### config.mk
export PLATFORM = sky130hd
export DESIGN_NAME = hilo_unit_top
export DESIGN_NICKNAME = d
export VERILOG_FILES = /design/src/rtl/hilo_pkg.sv /design/src/rtl/hilo_exec_if.sv /design/src/rtl/hilo_unit_top.sv /design/src/rtl/hilo_writeback.sv /design/src/rtl/divider.sv /design/src/rtl/multiplier.sv /design/src/rtl/apb_hilo_regs.sv
export VERILOG_INCLUDE_DIRS = /design/src /design/src/rtl
export SDC_FILE = /design/constraint.sdc
export NUM_CORES = 2
export LEC_CHECK = 0
export BUFFER_PORTS_ARGS = -buffer_cell sky130_fd_sc_hd__buf_4
export CAP_MARGIN = 10
export CELL_PAD_IN_SITES_DETAIL_PLACEMENT = 1
export CELL_PAD_IN_SITES_GLOBAL_PLACEMENT = 2
export CORE_UTILIZATION = 30
export CTS_CLUSTER_SIZE = 14
export DETAILED_ROUTE_END_ITERATION = 8
export PLACE_DENSITY = 0.61
export SYNTH_ARGS = -nofsm -noshare
export SYNTH_HDL_FRONTEND = slang
export SYNTH_SLANG_ARGS = --single-unit
### constraint.sdc
create_clock -name clk -period 20.9 [get_ports clk]
set_input_delay 1.045 -clock clk [delete_from_list [all_inputs] [get_ports clk]]
set_output_delay 1.045 -clock clk [all_outputs]
set_load 0.05 [all_outputs]
### src/rtl/hilo_defines.svh
`ifndef HILO_DEFINES_SVH
`define HILO_DEFINES_SVH

// ~~~~~~~~~~~~~~~~~~~~~~~~~~~~~~~~~~~~~~~~~~~~~~~~~~
// Datapath widths.
// ~~~~~~~~~~~~~~~~~~~~~~~~~~~~~~~~~~~~~~~~~~~~~~~~~~

`define HILO_DATA_W     32      // Operand and HI/LO width.
`define HILO_ADDR_W     5       // APB byte address width.

// ~~~~~~~~~~~~~~~~~~~~~~~~~~~~~~~~~~~~~~~~~~~~~~~~~~
// STATUS register layout.
// ~~~~~~~~~~~~~~~~~~~~~~~~~~~~~~~~~~~~~~~~~~~~~~~~~~

`define HILO_STAT_BUSY  0       // Operation in flight.
`define HILO_STAT_ERR   1       // Sticky flag for a write while busy.

`endif
### src/rtl/hilo_pkg.sv
`include "hilo_defines.svh"

package hilo_pkg;

    // Function codes written to REG_CMD.
    typedef enum logic [3:0] {
        FUNCT_NONE  = 4'd0,
        FUNCT_MULT  = 4'd1,
        FUNCT_MULTU = 4'd2,
        FUNCT_MADD  = 4'd3,
        FUNCT_MADDU = 4'd4,
        FUNCT_MSUB  = 4'd5,
        FUNCT_MSUBU = 4'd6,
        FUNCT_DIV   = 4'd7,
        FUNCT_DIVU  = 4'd8
    } funct_t;

    // APB word offsets.
    typedef enum logic [`HILO_ADDR_W-1:0] {
        REG_OP1    = 5'h00,
        REG_OP2    = 5'h04,
        REG_CMD    = 5'h08,     // Write only.
        REG_STATUS = 5'h0C,
        REG_HI     = 5'h10,
        REG_LO     = 5'h14
    } reg_addr_t;

endpackage

### src/rtl/hilo_exec_if.sv
`include "hilo_defines.svh"

interface hilo_exec_if
    import hilo_pkg::*;
();

    logic                       start;      // One cycle pulse.
    funct_t                     funct;
    logic [`HILO_DATA_W-1:0]    operand_1;
    logic [`HILO_DATA_W-1:0]    operand_2;

    modport issue (
        output start,
        output funct,
        output operand_1,
        output operand_2
    );

    modport exec (
        input  start,
        input  funct,
        input  operand_1,
        input  operand_2
    );

endinterface

### src/rtl/hilo_unit_top.sv
`include "hilo_defines.svh"

module hilo_unit_top (
    input  logic                        clk,
    input  logic                        rst,

    input  logic                        psel,
    input  logic                        penable,
    input  logic                        pwrite,
    input  logic [`HILO_ADDR_W-1:0]     paddr,
    input  logic [`HILO_DATA_W-1:0]     pwdata,
    output logic [`HILO_DATA_W-1:0]     prdata,
    output logic                        pready,
    output logic                        pslverr
);

    hilo_exec_if exec_bus ();

    logic [`HILO_DATA_W-1:0]    hi;
    logic [`HILO_DATA_W-1:0]    lo;
    logic                       wb_done;
    logic                       host_wr_hi;
    logic                       host_wr_lo;
    logic [`HILO_DATA_W-1:0]    host_wdata;
    logic                       mult_valid;
    logic [2*`HILO_DATA_W-1:0]  mult_result;
    logic                       div_valid;
    logic [`HILO_DATA_W-1:0]    div_quotient;
    logic [`HILO_DATA_W-1:0]    div_remainder;

    apb_hilo_regs u_regs (
        .clk        (clk),
        .rst        (rst),
        .psel       (psel),
        .penable    (penable),
        .pwrite     (pwrite),
        .paddr      (paddr),
        .pwdata     (pwdata),
        .prdata     (prdata),
        .pready     (pready),
        .pslverr    (pslverr),
        .exec       (exec_bus.issue),
        .hi         (hi),
        .lo         (lo),
        .wb_done    (wb_done),
        .host_wr_hi (host_wr_hi),
        .host_wr_lo (host_wr_lo),
        .host_wdata (host_wdata)
    );

    multiplier u_mult (
        .clk         (clk),
        .rst         (rst),
        .exec        (exec_bus.exec),
        .hi          (hi),
        .lo          (lo),
        .mult_valid  (mult_valid),
        .mult_result (mult_result)
    );

    divider u_div (
        .clk           (clk),
        .rst           (rst),
        .exec          (exec_bus.exec),
        .div_valid     (div_valid),
        .div_quotient  (div_quotient),
        .div_remainder (div_remainder)
    );

    hilo_writeback u_wb (
        .clk           (clk),
        .rst           (rst),
        .mult_valid    (mult_valid),
        .mult_result   (mult_result),
        .div_valid     (div_valid),
        .div_quotient  (div_quotient),
        .div_remainder (div_remainder),
        .host_wr_hi    (host_wr_hi),
        .host_wr_lo    (host_wr_lo),
        .host_wdata    (host_wdata),
        .hi            (hi),
        .lo            (lo),
        .wb_done       (wb_done)
    );

endmodule

### src/rtl/hilo_writeback.sv
`include "hilo_defines.svh"

module hilo_writeback (
    input  logic                        clk,
    input  logic                        rst,

    input  logic                        mult_valid,
    input  logic [2*`HILO_DATA_W-1:0]   mult_result,

    input  logic                        div_valid,
    input  logic [`HILO_DATA_W-1:0]     div_quotient,
    input  logic [`HILO_DATA_W-1:0]     div_remainder,

    input  logic                        host_wr_hi,
    input  logic                        host_wr_lo,
    input  logic [`HILO_DATA_W-1:0]     host_wdata,

    output logic [`HILO_DATA_W-1:0]     hi,
    output logic [`HILO_DATA_W-1:0]     lo,
    output logic                        wb_done
);

    // Busy drops on the same edge that loads HI/LO.
    assign wb_done = mult_valid || div_valid;

    always_ff @(posedge clk) begin
        if (!rst) begin
            hi <= '0;
            lo <= '0;
        end else if (mult_valid) begin
            hi <= mult_result[2*`HILO_DATA_W-1:`HILO_DATA_W];
            lo <= mult_result[`HILO_DATA_W-1:0];
        end else if (div_valid) begin
            hi <= div_remainder;
            lo <= div_quotient;
        end else begin
            if (host_wr_hi)
                hi <= host_wdata;               // MTHI.
            if (host_wr_lo)
                lo <= host_wdata;               // MTLO.
        end
    end

endmodule

### src/rtl/divider.sv
`include "hilo_defines.svh"

module divider
    import hilo_pkg::*;
(
    input  logic                        clk,
    input  logic                        rst,

    hilo_exec_if.exec                   exec,

    output logic                        div_valid,
    output logic [`HILO_DATA_W-1:0]     div_quotient,
    output logic [`HILO_DATA_W-1:0]     div_remainder
);

    typedef enum logic [1:0] {
        DIV_IDLE,
        DIV_RUN,
        DIV_FIX
    } div_state_t;

    div_state_t                 state;
    logic [4:0]                 count;
    logic [`HILO_DATA_W-1:0]    quo;            // Dividend shifts out, quotient in.
    logic [`HILO_DATA_W-1:0]    rem;
    logic [`HILO_DATA_W-1:0]    dvsr;
    logic                       neg_q;
    logic                       neg_r;
    logic                       dvsr_zero;
    logic                       go;
    logic                       is_signed;
    logic [`HILO_DATA_W:0]      rem_shift;
    logic [`HILO_DATA_W:0]      diff;

    assign go        = exec.start && (exec.funct inside {FUNCT_DIV, FUNCT_DIVU});
    assign is_signed = (exec.funct == FUNCT_DIV);

    // One restoring step.
    assign rem_shift = {rem, quo[`HILO_DATA_W-1]};
    assign diff      = rem_shift - {1'b0, dvsr};

    // ~~~~~~~~~~~~~~~~~~~~~~~~~~~~~~~~~~~~~~~~~~~~~~~~~~
    // Control.
    // ~~~~~~~~~~~~~~~~~~~~~~~~~~~~~~~~~~~~~~~~~~~~~~~~~~

    always_ff @(posedge clk) begin
        if (!rst) begin
            state     <= DIV_IDLE;
            count     <= '0;
            div_valid <= 1'b0;
        end else begin
            div_valid <= 1'b0;
            case (state)
                DIV_IDLE: begin
                    if (go) begin
                        state <= DIV_RUN;
                        count <= '0;
                    end
                end
                DIV_RUN: begin
                    count <= count + 5'd1;
                    if (count == 5'd31)
                        state <= DIV_FIX;
                end
                DIV_FIX: begin
                    state     <= DIV_IDLE;
                    div_valid <= 1'b1;
                end
                default: state <= DIV_IDLE;
            endcase
        end
    end

    // ~~~~~~~~~~~~~~~~~~~~~~~~~~~~~~~~~~~~~~~~~~~~~~~~~~
    // Datapath.
    // ~~~~~~~~~~~~~~~~~~~~~~~~~~~~~~~~~~~~~~~~~~~~~~~~~~

    always_ff @(posedge clk) begin
        if (state == DIV_IDLE && go) begin
            quo  <= (is_signed && exec.operand_1[`HILO_DATA_W-1]) ? -exec.operand_1
                                                                   : exec.operand_1;
            dvsr <= (is_signed && exec.operand_2[`HILO_DATA_W-1]) ? -exec.operand_2
                                                                   : exec.operand_2;
            rem       <= '0;
            neg_q     <= is_signed &&
                         (exec.operand_1[`HILO_DATA_W-1] ^ exec.operand_2[`HILO_DATA_W-1]);
            neg_r     <= is_signed && exec.operand_1[`HILO_DATA_W-1];
            dvsr_zero <= (exec.operand_2 == '0);
        end else if (state == DIV_RUN) begin
            if (!diff[`HILO_DATA_W]) begin
                rem <= diff[`HILO_DATA_W-1:0];
                quo <= {quo[`HILO_DATA_W-2:0], 1'b1};
            end else begin
                rem <= rem_shift[`HILO_DATA_W-1:0];
                quo <= {quo[`HILO_DATA_W-2:0], 1'b0};
            end
        end else if (state == DIV_FIX) begin
            // Divide by zero keeps quotient all ones.
            div_quotient  <= (neg_q && !dvsr_zero) ? -quo : quo;
            div_remainder <= neg_r ? -rem : rem;
        end
    end

endmodule

### src/rtl/multiplier.sv
`include "hilo_defines.svh"

module multiplier
    import hilo_pkg::*;
(
    input  logic                        clk,
    input  logic                        rst,

    hilo_exec_if.exec                   exec,

    input  logic [`HILO_DATA_W-1:0]     hi,
    input  logic [`HILO_DATA_W-1:0]     lo,

    output logic                        mult_valid,
    output logic [2*`HILO_DATA_W-1:0]   mult_result
);

    logic                           is_mult;
    logic                           is_signed;
    logic                           neg;
    logic [`HILO_DATA_W-1:0]        mcand;
    logic [`HILO_DATA_W-1:0]        mplier;
    logic [2*`HILO_DATA_W-1:0]      prod;
    logic [2*`HILO_DATA_W-1:0]      sprod;
    logic [2*`HILO_DATA_W-1:0]      next_result;

    always_comb begin
        is_mult   = exec.funct inside {FUNCT_MULT, FUNCT_MULTU, FUNCT_MADD,
                                       FUNCT_MADDU, FUNCT_MSUB, FUNCT_MSUBU};
        is_signed = exec.funct inside {FUNCT_MULT, FUNCT_MADD, FUNCT_MSUB};

        // Multiply magnitudes, fix sign afterwards.
        mcand  = (is_signed && exec.operand_1[`HILO_DATA_W-1]) ? -exec.operand_1
                                                                : exec.operand_1;
        mplier = (is_signed && exec.operand_2[`HILO_DATA_W-1]) ? -exec.operand_2
                                                                : exec.operand_2;
        prod   = mcand * mplier;
        neg    = is_signed &&
                 (exec.operand_1[`HILO_DATA_W-1] ^ exec.operand_2[`HILO_DATA_W-1]);
        sprod  = neg ? -prod : prod;

        case (exec.funct)
            FUNCT_MADD, FUNCT_MADDU:    next_result = {hi, lo} + sprod;
            FUNCT_MSUB, FUNCT_MSUBU:    next_result = {hi, lo} - sprod;
            default:                    next_result = sprod;
        endcase
    end

    always_ff @(posedge clk) begin
        if (!rst)
            mult_valid <= 1'b0;
        else
            mult_valid <= exec.start && is_mult;
    end

    always_ff @(posedge clk) begin
        if (exec.start && is_mult)
            mult_result <= next_result;     // HI/LO sampled here.
    end

endmodule

### src/rtl/apb_hilo_regs.sv
`include "hilo_defines.svh"

module apb_hilo_regs
    import hilo_pkg::*;
(
    input  logic                        clk,
    input  logic                        rst,

    input  logic                        psel,
    input  logic                        penable,
    input  logic                        pwrite,
    input  logic [`HILO_ADDR_W-1:0]     paddr,
    input  logic [`HILO_DATA_W-1:0]     pwdata,
    output logic [`HILO_DATA_W-1:0]     prdata,
    output logic                        pready,
    output logic                        pslverr,

    hilo_exec_if.issue                  exec,

    input  logic [`HILO_DATA_W-1:0]     hi,
    input  logic [`HILO_DATA_W-1:0]     lo,
    input  logic                        wb_done,

    output logic                        host_wr_hi,
    output logic                        host_wr_lo,
    output logic [`HILO_DATA_W-1:0]     host_wdata
);

    logic [`HILO_DATA_W-1:0]    op1;
    logic [`HILO_DATA_W-1:0]    op2;
    logic [`HILO_DATA_W-1:0]    status;
    logic                       busy;
    logic                       err;
    logic                       start_q;
    funct_t                     funct_q;
    logic                       wr;
    logic                       guarded;
    logic                       cmd_legal;

    // ~~~~~~~~~~~~~~~~~~~~~~~~~~~~~~~~~~~~~~~~~~~~~~~~~~
    // Access decode.
    // ~~~~~~~~~~~~~~~~~~~~~~~~~~~~~~~~~~~~~~~~~~~~~~~~~~

    assign wr        = psel && penable && pwrite;
    assign guarded   = (paddr == REG_CMD) || (paddr == REG_HI) || (paddr == REG_LO);
    assign cmd_legal = (pwdata[`HILO_DATA_W-1:4] == '0) &&
                       (pwdata[3:0] >= FUNCT_MULT) && (pwdata[3:0] <= FUNCT_DIVU);

    assign pready     = 1'b1;                   // Zero wait states.
    assign pslverr    = wr && guarded && busy;
    assign host_wr_hi = wr && (paddr == REG_HI) && !busy;
    assign host_wr_lo = wr && (paddr == REG_LO) && !busy;
    assign host_wdata = pwdata;

    assign exec.start     = start_q;
    assign exec.funct     = funct_q;
    assign exec.operand_1 = op1;
    assign exec.operand_2 = op2;

    always_ff @(posedge clk) begin
        if (!rst) begin
            op1     <= '0;
            op2     <= '0;
            busy    <= 1'b0;
            err     <= 1'b0;
            start_q <= 1'b0;
            funct_q <= FUNCT_NONE;
        end else begin
            start_q <= 1'b0;
            if (wb_done)
                busy <= 1'b0;
            if (wr) begin
                case (paddr)
                    REG_OP1:    op1 <= pwdata;
                    REG_OP2:    op2 <= pwdata;
                    REG_CMD: begin
                        if (busy) begin
                            err <= 1'b1;
                        end else if (cmd_legal) begin
                            start_q <= 1'b1;
                            funct_q <= funct_t'(pwdata[3:0]);
                            busy    <= 1'b1;
                        end
                    end
                    REG_HI, REG_LO: begin
                        if (busy)
                            err <= 1'b1;        // Data itself is dropped.
                    end
                    REG_STATUS: err <= 1'b0;
                    default: ;
                endcase
            end
        end
    end

    // ~~~~~~~~~~~~~~~~~~~~~~~~~~~~~~~~~~~~~~~~~~~~~~~~~~
    // Read mux.
    // ~~~~~~~~~~~~~~~~~~~~~~~~~~~~~~~~~~~~~~~~~~~~~~~~~~

    always_comb begin
        status                  = '0;
        status[`HILO_STAT_BUSY] = busy;
        status[`HILO_STAT_ERR]  = err;
        case (paddr)
            REG_OP1:    prdata = op1;
            REG_OP2:    prdata = op2;
            REG_STATUS: prdata = status;
            REG_HI:     prdata = hi;
            REG_LO:     prdata = lo;
            default:    prdata = '0;            // CMD and holes.
        endcase
    end

endmodule

---- Yosys cells after proc, flatten, opt, wreduce, memory -nomap -nowiden ----
Cells that the tools add are included.
word-level totals
  memories kept ........................... 0
  register bits ........................... 371
  RAM bits ................................ 0
  latch bits .............................. 0
  input port bits ......................... 42
  bits in read-only memories .............. 0
  output and inout bits ................... 34
operators by class
  equal/unequal tests ..................... 19
  $lt $le $gt $ge ......................... 2
  bitwise operators ....................... 7
  $mul .................................... 1
  shifts and indexed selects .............. 0
  reduce and logical (&&, ||, !) cells .... 48
  add/subtract/negate cells ............... 9
  multiplexer cells ....................... 33
  divide/modulo/power cells ............... 0
operators with widths
  cell                                                                      number
  32-bit two-way mux                                                        15
  32-bit one-hot mux with 5 select lines                                    1
  32-bit negator                                                            4
  64-bit one-hot mux with 2 select lines                                    1
  64-bit adder                                                              1
  32-bit by 32-bit multiplier with 64-bit output                            1
  64-bit two-way mux                                                        1
  64-bit negator                                                            1
  64-bit subtractor                                                         1
  33-bit by 32-bit subtractor with 33-bit output                            1
  32-bit logical NOT                                                        1
  28-bit logical NOT                                                        1
  1-bit logical AND                                                         20
  4-bit by 3-bit equality test with 1-bit output (second input constant)    4
  5-bit equality test (second input constant)                               3
  5-bit by 4-bit equality test with 1-bit output (second input constant)    2
  5-bit one-hot mux with 2 select lines                                     1
  1-bit two-way mux                                                         9
  3-bit nonzero test                                                        3
  4-bit by 2-bit equality test with 1-bit output (second input constant)    2
  2-bit AND reduction                                                       4
  2-bit nonzero test                                                        4
  2-bit by 1-bit inequality test with 1-bit output (second input constant)  3
  1-bit NOT                                                                 6
  23 further kinds                                                          29

---- Longest topological paths before layout ----
  depth in word-level cells ............... 9
  gate-level depth with buffers ........... 65

---- Modules after synthesis ----
Synthesis repeated with hierarchy kept, for this count alone.
second synthesis, totals
  cells, all modules ...................... 7288
  area, all modules ....................... 61975.7 um2
modules (own cells, without submodules)
  module          area an instance (um2)  instances  cells each  seq. area each (um2)
  multiplier      44326.3                 1          5354        1941.9
  divider         10243.6                 1          1050        4734.5
  apb_hilo_regs   3960.0                  1          490         1421.4
  hilo_writeback  3445.8                  1          394         1281.2

---- Worst setup path before layout ----
Ideal clock, no wire load.
  path type ............................... flip-flop to flip-flop
  start ................................... register u_regs.op1[2] (netlist: u_regs.exec.operand_1[2])
  end ..................................... register u_mult.mult_result[63], data pin
  slack ................................... 6.051 ns
  cell stages (with the launch flop) ...... 62
  clock period less this slack ............ 14.849 ns
  data arrival time ....................... 14.576 ns
  required time ........................... 20.627 ns
  setup time .............................. 0.273 ns
  path through ............................ dfxtp_1 > clkbuf_1 > nor3_1 > nand3_1 > or3_1 > nor3_1 > nor3b_1 > nor3b_1 > nor3b_1 > nand2_1 > or3_1 > or4_1 > nor3_1 > nor2_1 > xor2_1 > clkbuf_1 > nand2_1 > fa_1 > [26 not listed] > a21oi_1 > xnor2_1 > ha_1 > a21o_1 > a21oi_1 > nor2b_1 > o21ai_0 > nand2b_1 > a21oi_1 > nor2b_1 > a31oi_1 > nand3_1 > a31oi_1 > buf_2 > nor3_1 > mux2_1 > nor4_1 > nand4_1
on the way
  word-level cells in the longest chain between the ends .. 7
RTL lines
  item                                                      RTL line                            text
  start: declaration                                        apb_hilo_regs.sv:29                 logic [`HILO_DATA_W-1:0] op1;
  start signal: assignment                                  apb_hilo_regs.sv:74                 REG_OP1: op1 <= pwdata;
  32-bit negator                                            multiplier.sv:33                    mcand = (is_signed && exec.operand_1[`HILO_DATA_W-1]) ? -exec.operand_1
  32-bit two-way mux (*)                                    multiplier.sv:33
  32-bit by 32-bit multiplier with 64-bit output (*)        multiplier.sv:37                    prod = mcand * mplier;
  64-bit negator                                            multiplier.sv:40                    sprod = neg ? -prod : prod;
  64-bit two-way mux (*)                                    multiplier.sv:40
  64-bit subtractor / 64-bit adder (equally long branches)  multiplier.sv:44, multiplier.sv:43
  64-bit one-hot mux with 2 select lines (*)                multiplier.sv:42                    case (exec.funct)
  net u_mult.next_result[63]                                multiplier.sv:25                    logic [2*`HILO_DATA_W-1:0] next_result;
  end signal: assignment                                    multiplier.sv:58                    mult_result <= next_result;
  end: declaration                                          multiplier.sv:15                    output logic [2*`HILO_DATA_W-1:0] mult_result
Mark *: on every way through the listed nets, which the timed path passes. The rest lies on a longest branch.
A chain may end at the register's enable or synchronous reset.

---- Worst setup path after layout ----
  start ................................... register u_regs.op2[0] (netlist: u_regs.exec.operand_2[0])
  end ..................................... register u_mult.mult_result[63], data pin
on the way
  word-level cells in the longest chain between the ends .. 7
RTL lines
  item                                                      RTL line                            text
  start: declaration                                        apb_hilo_regs.sv:30                 logic [`HILO_DATA_W-1:0] op2;
  start signal: assignment                                  apb_hilo_regs.sv:75                 REG_OP2: op2 <= pwdata;
  32-bit negator                                            multiplier.sv:35                    mplier = (is_signed && exec.operand_2[`HILO_DATA_W-1]) ? -exec.operand_2
  32-bit two-way mux (*)                                    multiplier.sv:35
  32-bit by 32-bit multiplier with 64-bit output (*)        multiplier.sv:37
  64-bit negator                                            multiplier.sv:40
  64-bit two-way mux (*)                                    multiplier.sv:40
  64-bit subtractor / 64-bit adder (equally long branches)  multiplier.sv:44, multiplier.sv:43
  64-bit one-hot mux with 2 select lines (*)                multiplier.sv:42
  net u_mult.next_result[63]                                multiplier.sv:25
Marked as above.

==> results.json <==
{
  "avgSynthCellArea_um2": 8.371,
  "ys.flop_type": "edfxtp_1",
  "crit-reg2reg-launch": "u_regs.exec.operand_2[0]",
  "synth.distinct_cells": 105,
  "multi_input_area_mm2": 0.04662,
  "wl_per_cell_um": 28.92,
  "antenna_found_initial": 8,
  "crit_path_start": "u_regs.exec.operand_2[0]",
  "final_nets": 8383,
  "synth-seq-cells": 371,
  "status": "complete, no violations",
  "rows": 164,
  "drt_iter0_markers": 3675,
  "intPower_mw": 1.274,
  "yosys_warnings": 0,
  "synth_nets": 8497,
  "path_class": "flip-flop to flip-flop",
  "combPwrFrac": 0.082,
  "rsz0062_at_grt": "false",
  "h-tree-depth": 2,
  "powerDensity_mw_per_mm2": 26.10,
  "fillCellCount": 23470,
  "whs_ns": 0.4870,
  "period_share": 0.8713,
  "cts_tree": "done",
  "max_stage_delay_ns": 0.95,
  "coreArea_mm2": 0.1995,
  "power_mw": 1.729,
  "cp_num_cells": 56,
  "drive_gt1_frac": 0.06778,
  "hold_class": "flip-flop to flip-flop",
  "synthArstFlopShare": 0,
  "vias": 51500,
  "crit_arrival_ns": 18.56,
  "worstSetupStartpointType": "flip-flop",
  "max-slew-margin-rel": 0.1363,
  "worstPathRequired_ns": 21.25,
  "drv_cap": 0,
  "pin_count": 76,
  "cp_max_fo": 34,
  "die_w_um": 449.9,
  "power.switching_mw": 0.4541,
  "grt_pass1_wl_um": 405400,
  "period_needed_ns": 18.21,
  "die_y_um": 449.9,
  "holdPathStages": 2,
  "timing.fmax_ghz": 0.05491,
  "setup.worst_path.end": "u_mult.mult_result[63]",
  "clkPwrFrac": 0.479,
  "synth-edff-count": 195,
  "cts_resized": 0,
  "r2r-end": "u_mult.mult_result[63]",
  "start_util": 0.3018,
  "pwr-share-seq": 0.440,
  "fin_tns_setup_ns": 0,
  "finalSetupViolCount": 0,
  "drt_wl_total_um": 282600,
  "ys_seq_area_frac": 0.1558,
  "path_buf_inv": 3,
  "hold_viol": 0,
  "sw_frac_of_total": 0.2627,
  "utilization": 0.3320,
  "port_buffers": 74,
  "clock_skew_ns": 0.03961,
  "drt_pre_antenna_iters": 5,
  "timing.final.max_slew_violations": 0,
  "dieArea_mm2": 0.2024,
  "syn_area_mm2": 0.06019,
  "grt_pass1_vias": 54950,
  "power.leakage_nw": 29.01,
  "syn_inst": 7191,
  "clock_sinks": 371,
  "tightestPinTransition_ns": 1.294,
  "ctsHoldBuffers": 0,
  "synthToLayoutAreaGrowth_pct": 10.01,
  "postCtsSetupRepairBufs": 0,
  "clk_latency_ns": 0.61,
  "vias_per_cell": 5.271,
  "path_clk_slew_ns": 0.07,
  "numCtsBuffers": 42,
  "track_usage": 0.2767,
  "worstSetupEndpointType": "flip-flop",
  "grt_max_degree": 89,
  "worst_path_dominant_cell_family": "simple AND/OR/NAND/NOR gates",
  "cts-root-buf": "clkbuf_16",
  "cp_common_cell": "fa_1",
  "ant_nets": 0,
  "cp_slowest_cell": "nor4b_1",
  "ff2ff_path_depth": 56,
  "peakVddDrop_uv": 57.84,
  "drc": 0,
  "grt-ovfl-total": 0,
  "gp_congestion": 0.9549,
  "cts_buffer_depth": 3,
  "register_area_mm2": 0.009388,
  "ff2ff_setup_slack_ns": 2.69,
  "hpwlAfterDp_um": 226400
}
-- power by group through the flow --
stage / registers (mW) / clock network, mW / logic [mW]
6_report: 0.760 / 0.828 / 0.141
5_1_grt: 0.760 / 0.867 / 0.148
4_1_cts: 0.760 / 0.845 / 0.141
3_5_place_dp: 0.776 / 0 / 0.140
3_3_place_gp: 0.776 / 0 / 0.140
2_1_floorplan: 0.776 / 0 / 0.0814
-- cell usage after synthesis, drive strengths merged (13+ instances only) --
master     n  area, um^2
a21boi    80       600.6
fa       898       17980
inv      940        3528
nor3b     15       122.6
and4      14       122.6
clkbuf   379        1423
o31ai     37       296.5
and2     114       713.2
o21bai    20       150.1
and3      39       244.0
or3       56       360.3
nand2b    42       262.8
edfxtp   195        5856
nor4      40       307.8
a21oi    422        2120
a41oi     13       113.9
buf       28       118.9
o41ai     14       122.6
xor2     189        1655
mux2i     44       440.4
nor3      76       407.9
nor2b     75       476.7
o21ai    270        1359
ha       366        4579
a31oi     33       212.7
xnor2    296        2592
a211oi    29       235.2
or2       15       93.84
dfxtp    176        3523
nand4     41       269.0
nand2   1026        3851
o21a      27       202.7
nand3     57       307.8
nor2     848        3183
a22oi     35       262.8
a21o      77       578.1
a221oi    34       297.8
-- stage by stage --
step                setup slack (ns)  area (um^2)  cells
floorplan                      6.051        60190   7191
detailed placement             2.771        64740   9689
global route                   1.278        66210   9767
finish                         2.690        66220   9771
global placement               2.811        64730   9688
CTS                            2.709        66210   9767
-- routing by layer --
| metal | track usage | up-vias | part of all wire |
|---|---|---|---|
| li1 | - | 22820 | - |
| met1 | 0.3630 | 26940 | 0.43 |
| met2 | 0.4560 | 1345 | 0.47 |
| met3 | 0.02681 | 401 | 0.045 |
| met4 | 0.1331 | 0 | 0.057 |
| met5 | 0 | - | 0 |
-- how the worst min path moves through the flow --
stage                              from             end
2_1_floorplan  u_regs.exec.operand_2[0]   u_div.dvsr[0]
3_3_place_gp             u_div.count[4]  u_div.count[4]
3_5_place_dp             u_div.count[4]  u_div.count[4]
4_1_cts                  u_div.count[4]  u_div.count[4]
5_1_grt                  u_div.count[4]  u_div.count[4]
6_report                 u_div.count[4]  u_div.count[4]
-- layout make-up --
class,count,share of cell area
multi-input combinational,5472,0.7041
inverter,941,0.05334
clock inverter,26,0.004781
antenna,4,0.0001512
tap,2656,0.05019
timing repair buffer,249,0.02829
clock buffer,52,0.01738
sequential,371,0.1418
-- worst min-delay path: cells and delay by family, from the launching register on --
kind | cells | cell delay, ns
flops | 1 | 0.31
compound gates | 1 | 0.07
simple gates | 1 | 0.06
-- sequential cells by signal, indices dropped and copies added (netlist names) --
| signal | count |
|---|---|
| u_div.count | 5 |
| u_div.div_quotient | 32 |
| u_div.div_remainder | 32 |
| u_div.div_valid | 1 |
| u_div.dvsr | 32 |
| u_div.dvsr_zero | 1 |
| u_div.neg_q | 1 |
| u_div.neg_r | 1 |
| u_div.quo | 32 |
| u_div.rem | 32 |
| u_div.state | 2 |
| u_mult.mult_result | 64 |
| u_mult.mult_valid | 1 |
| u_regs.busy | 1 |
| u_regs.err | 1 |
| u_regs.exec.funct | 4 |
| u_regs.exec.operand_1 | 32 |
| u_regs.exec.operand_2 | 32 |
| u_regs.exec.start | 1 |
| u_wb.hi | 32 |
| u_wb.lo | 32 |
-- cells in the final DEF (no fill, tap or decap), drive strengths merged, types with 20 or more instances in the layout --
cell type / netlist / final
o21ai: 270 / 270
nor3: 76 / 76
nand2b: 42 / 42
fa: 898 / 898
nor4: 40 / 40
dfxtp: 176 / 176
and2: 114 / 114
edfxtp: 195 / 195
a211oi: 29 / 29
mux2i: 44 / 44
xnor2: 296 / 296
o31ai: 37 / 37
ha: 366 / 366
o21bai: 20 / 20
a21o: 77 / 77
nand2: 1026 / 1026
or3: 56 / 56
o21a: 27 / 27
nand3: 57 / 57
a22oi: 35 / 35
a21boi: 80 / 80
clkbuf: 379 / 52
xor2: 189 / 189
a31oi: 33 / 33
a21oi: 422 / 422
nor2b: 75 / 75
inv: 940 / 942
nor2: 848 / 848
buf: 28 / 249
a221oi: 34 / 34
and3: 39 / 39
nand4: 41 / 41
-- cell families (layout without fill, tap and decap cells) --
group | Yosys count | after routing | synth area share
and+or+nand+nor | 2503 | 2503 | 0.1846
DFF | 371 | 371 | 0.1558
AOI/OAI and AO/OA | 1170 | 1170 | 0.1217
adders and majority gates | 1264 | 1264 | 0.3747
muxes | 49 | 49 | 0.008252
other | 1 | 5 | 0.00006230
buffers and inverters | 1348 | 1268 | 0.08429
xor gates and xnor gates | 485 | 485 | 0.07057
No activity file was read; power rests on OpenSTA's default activity.
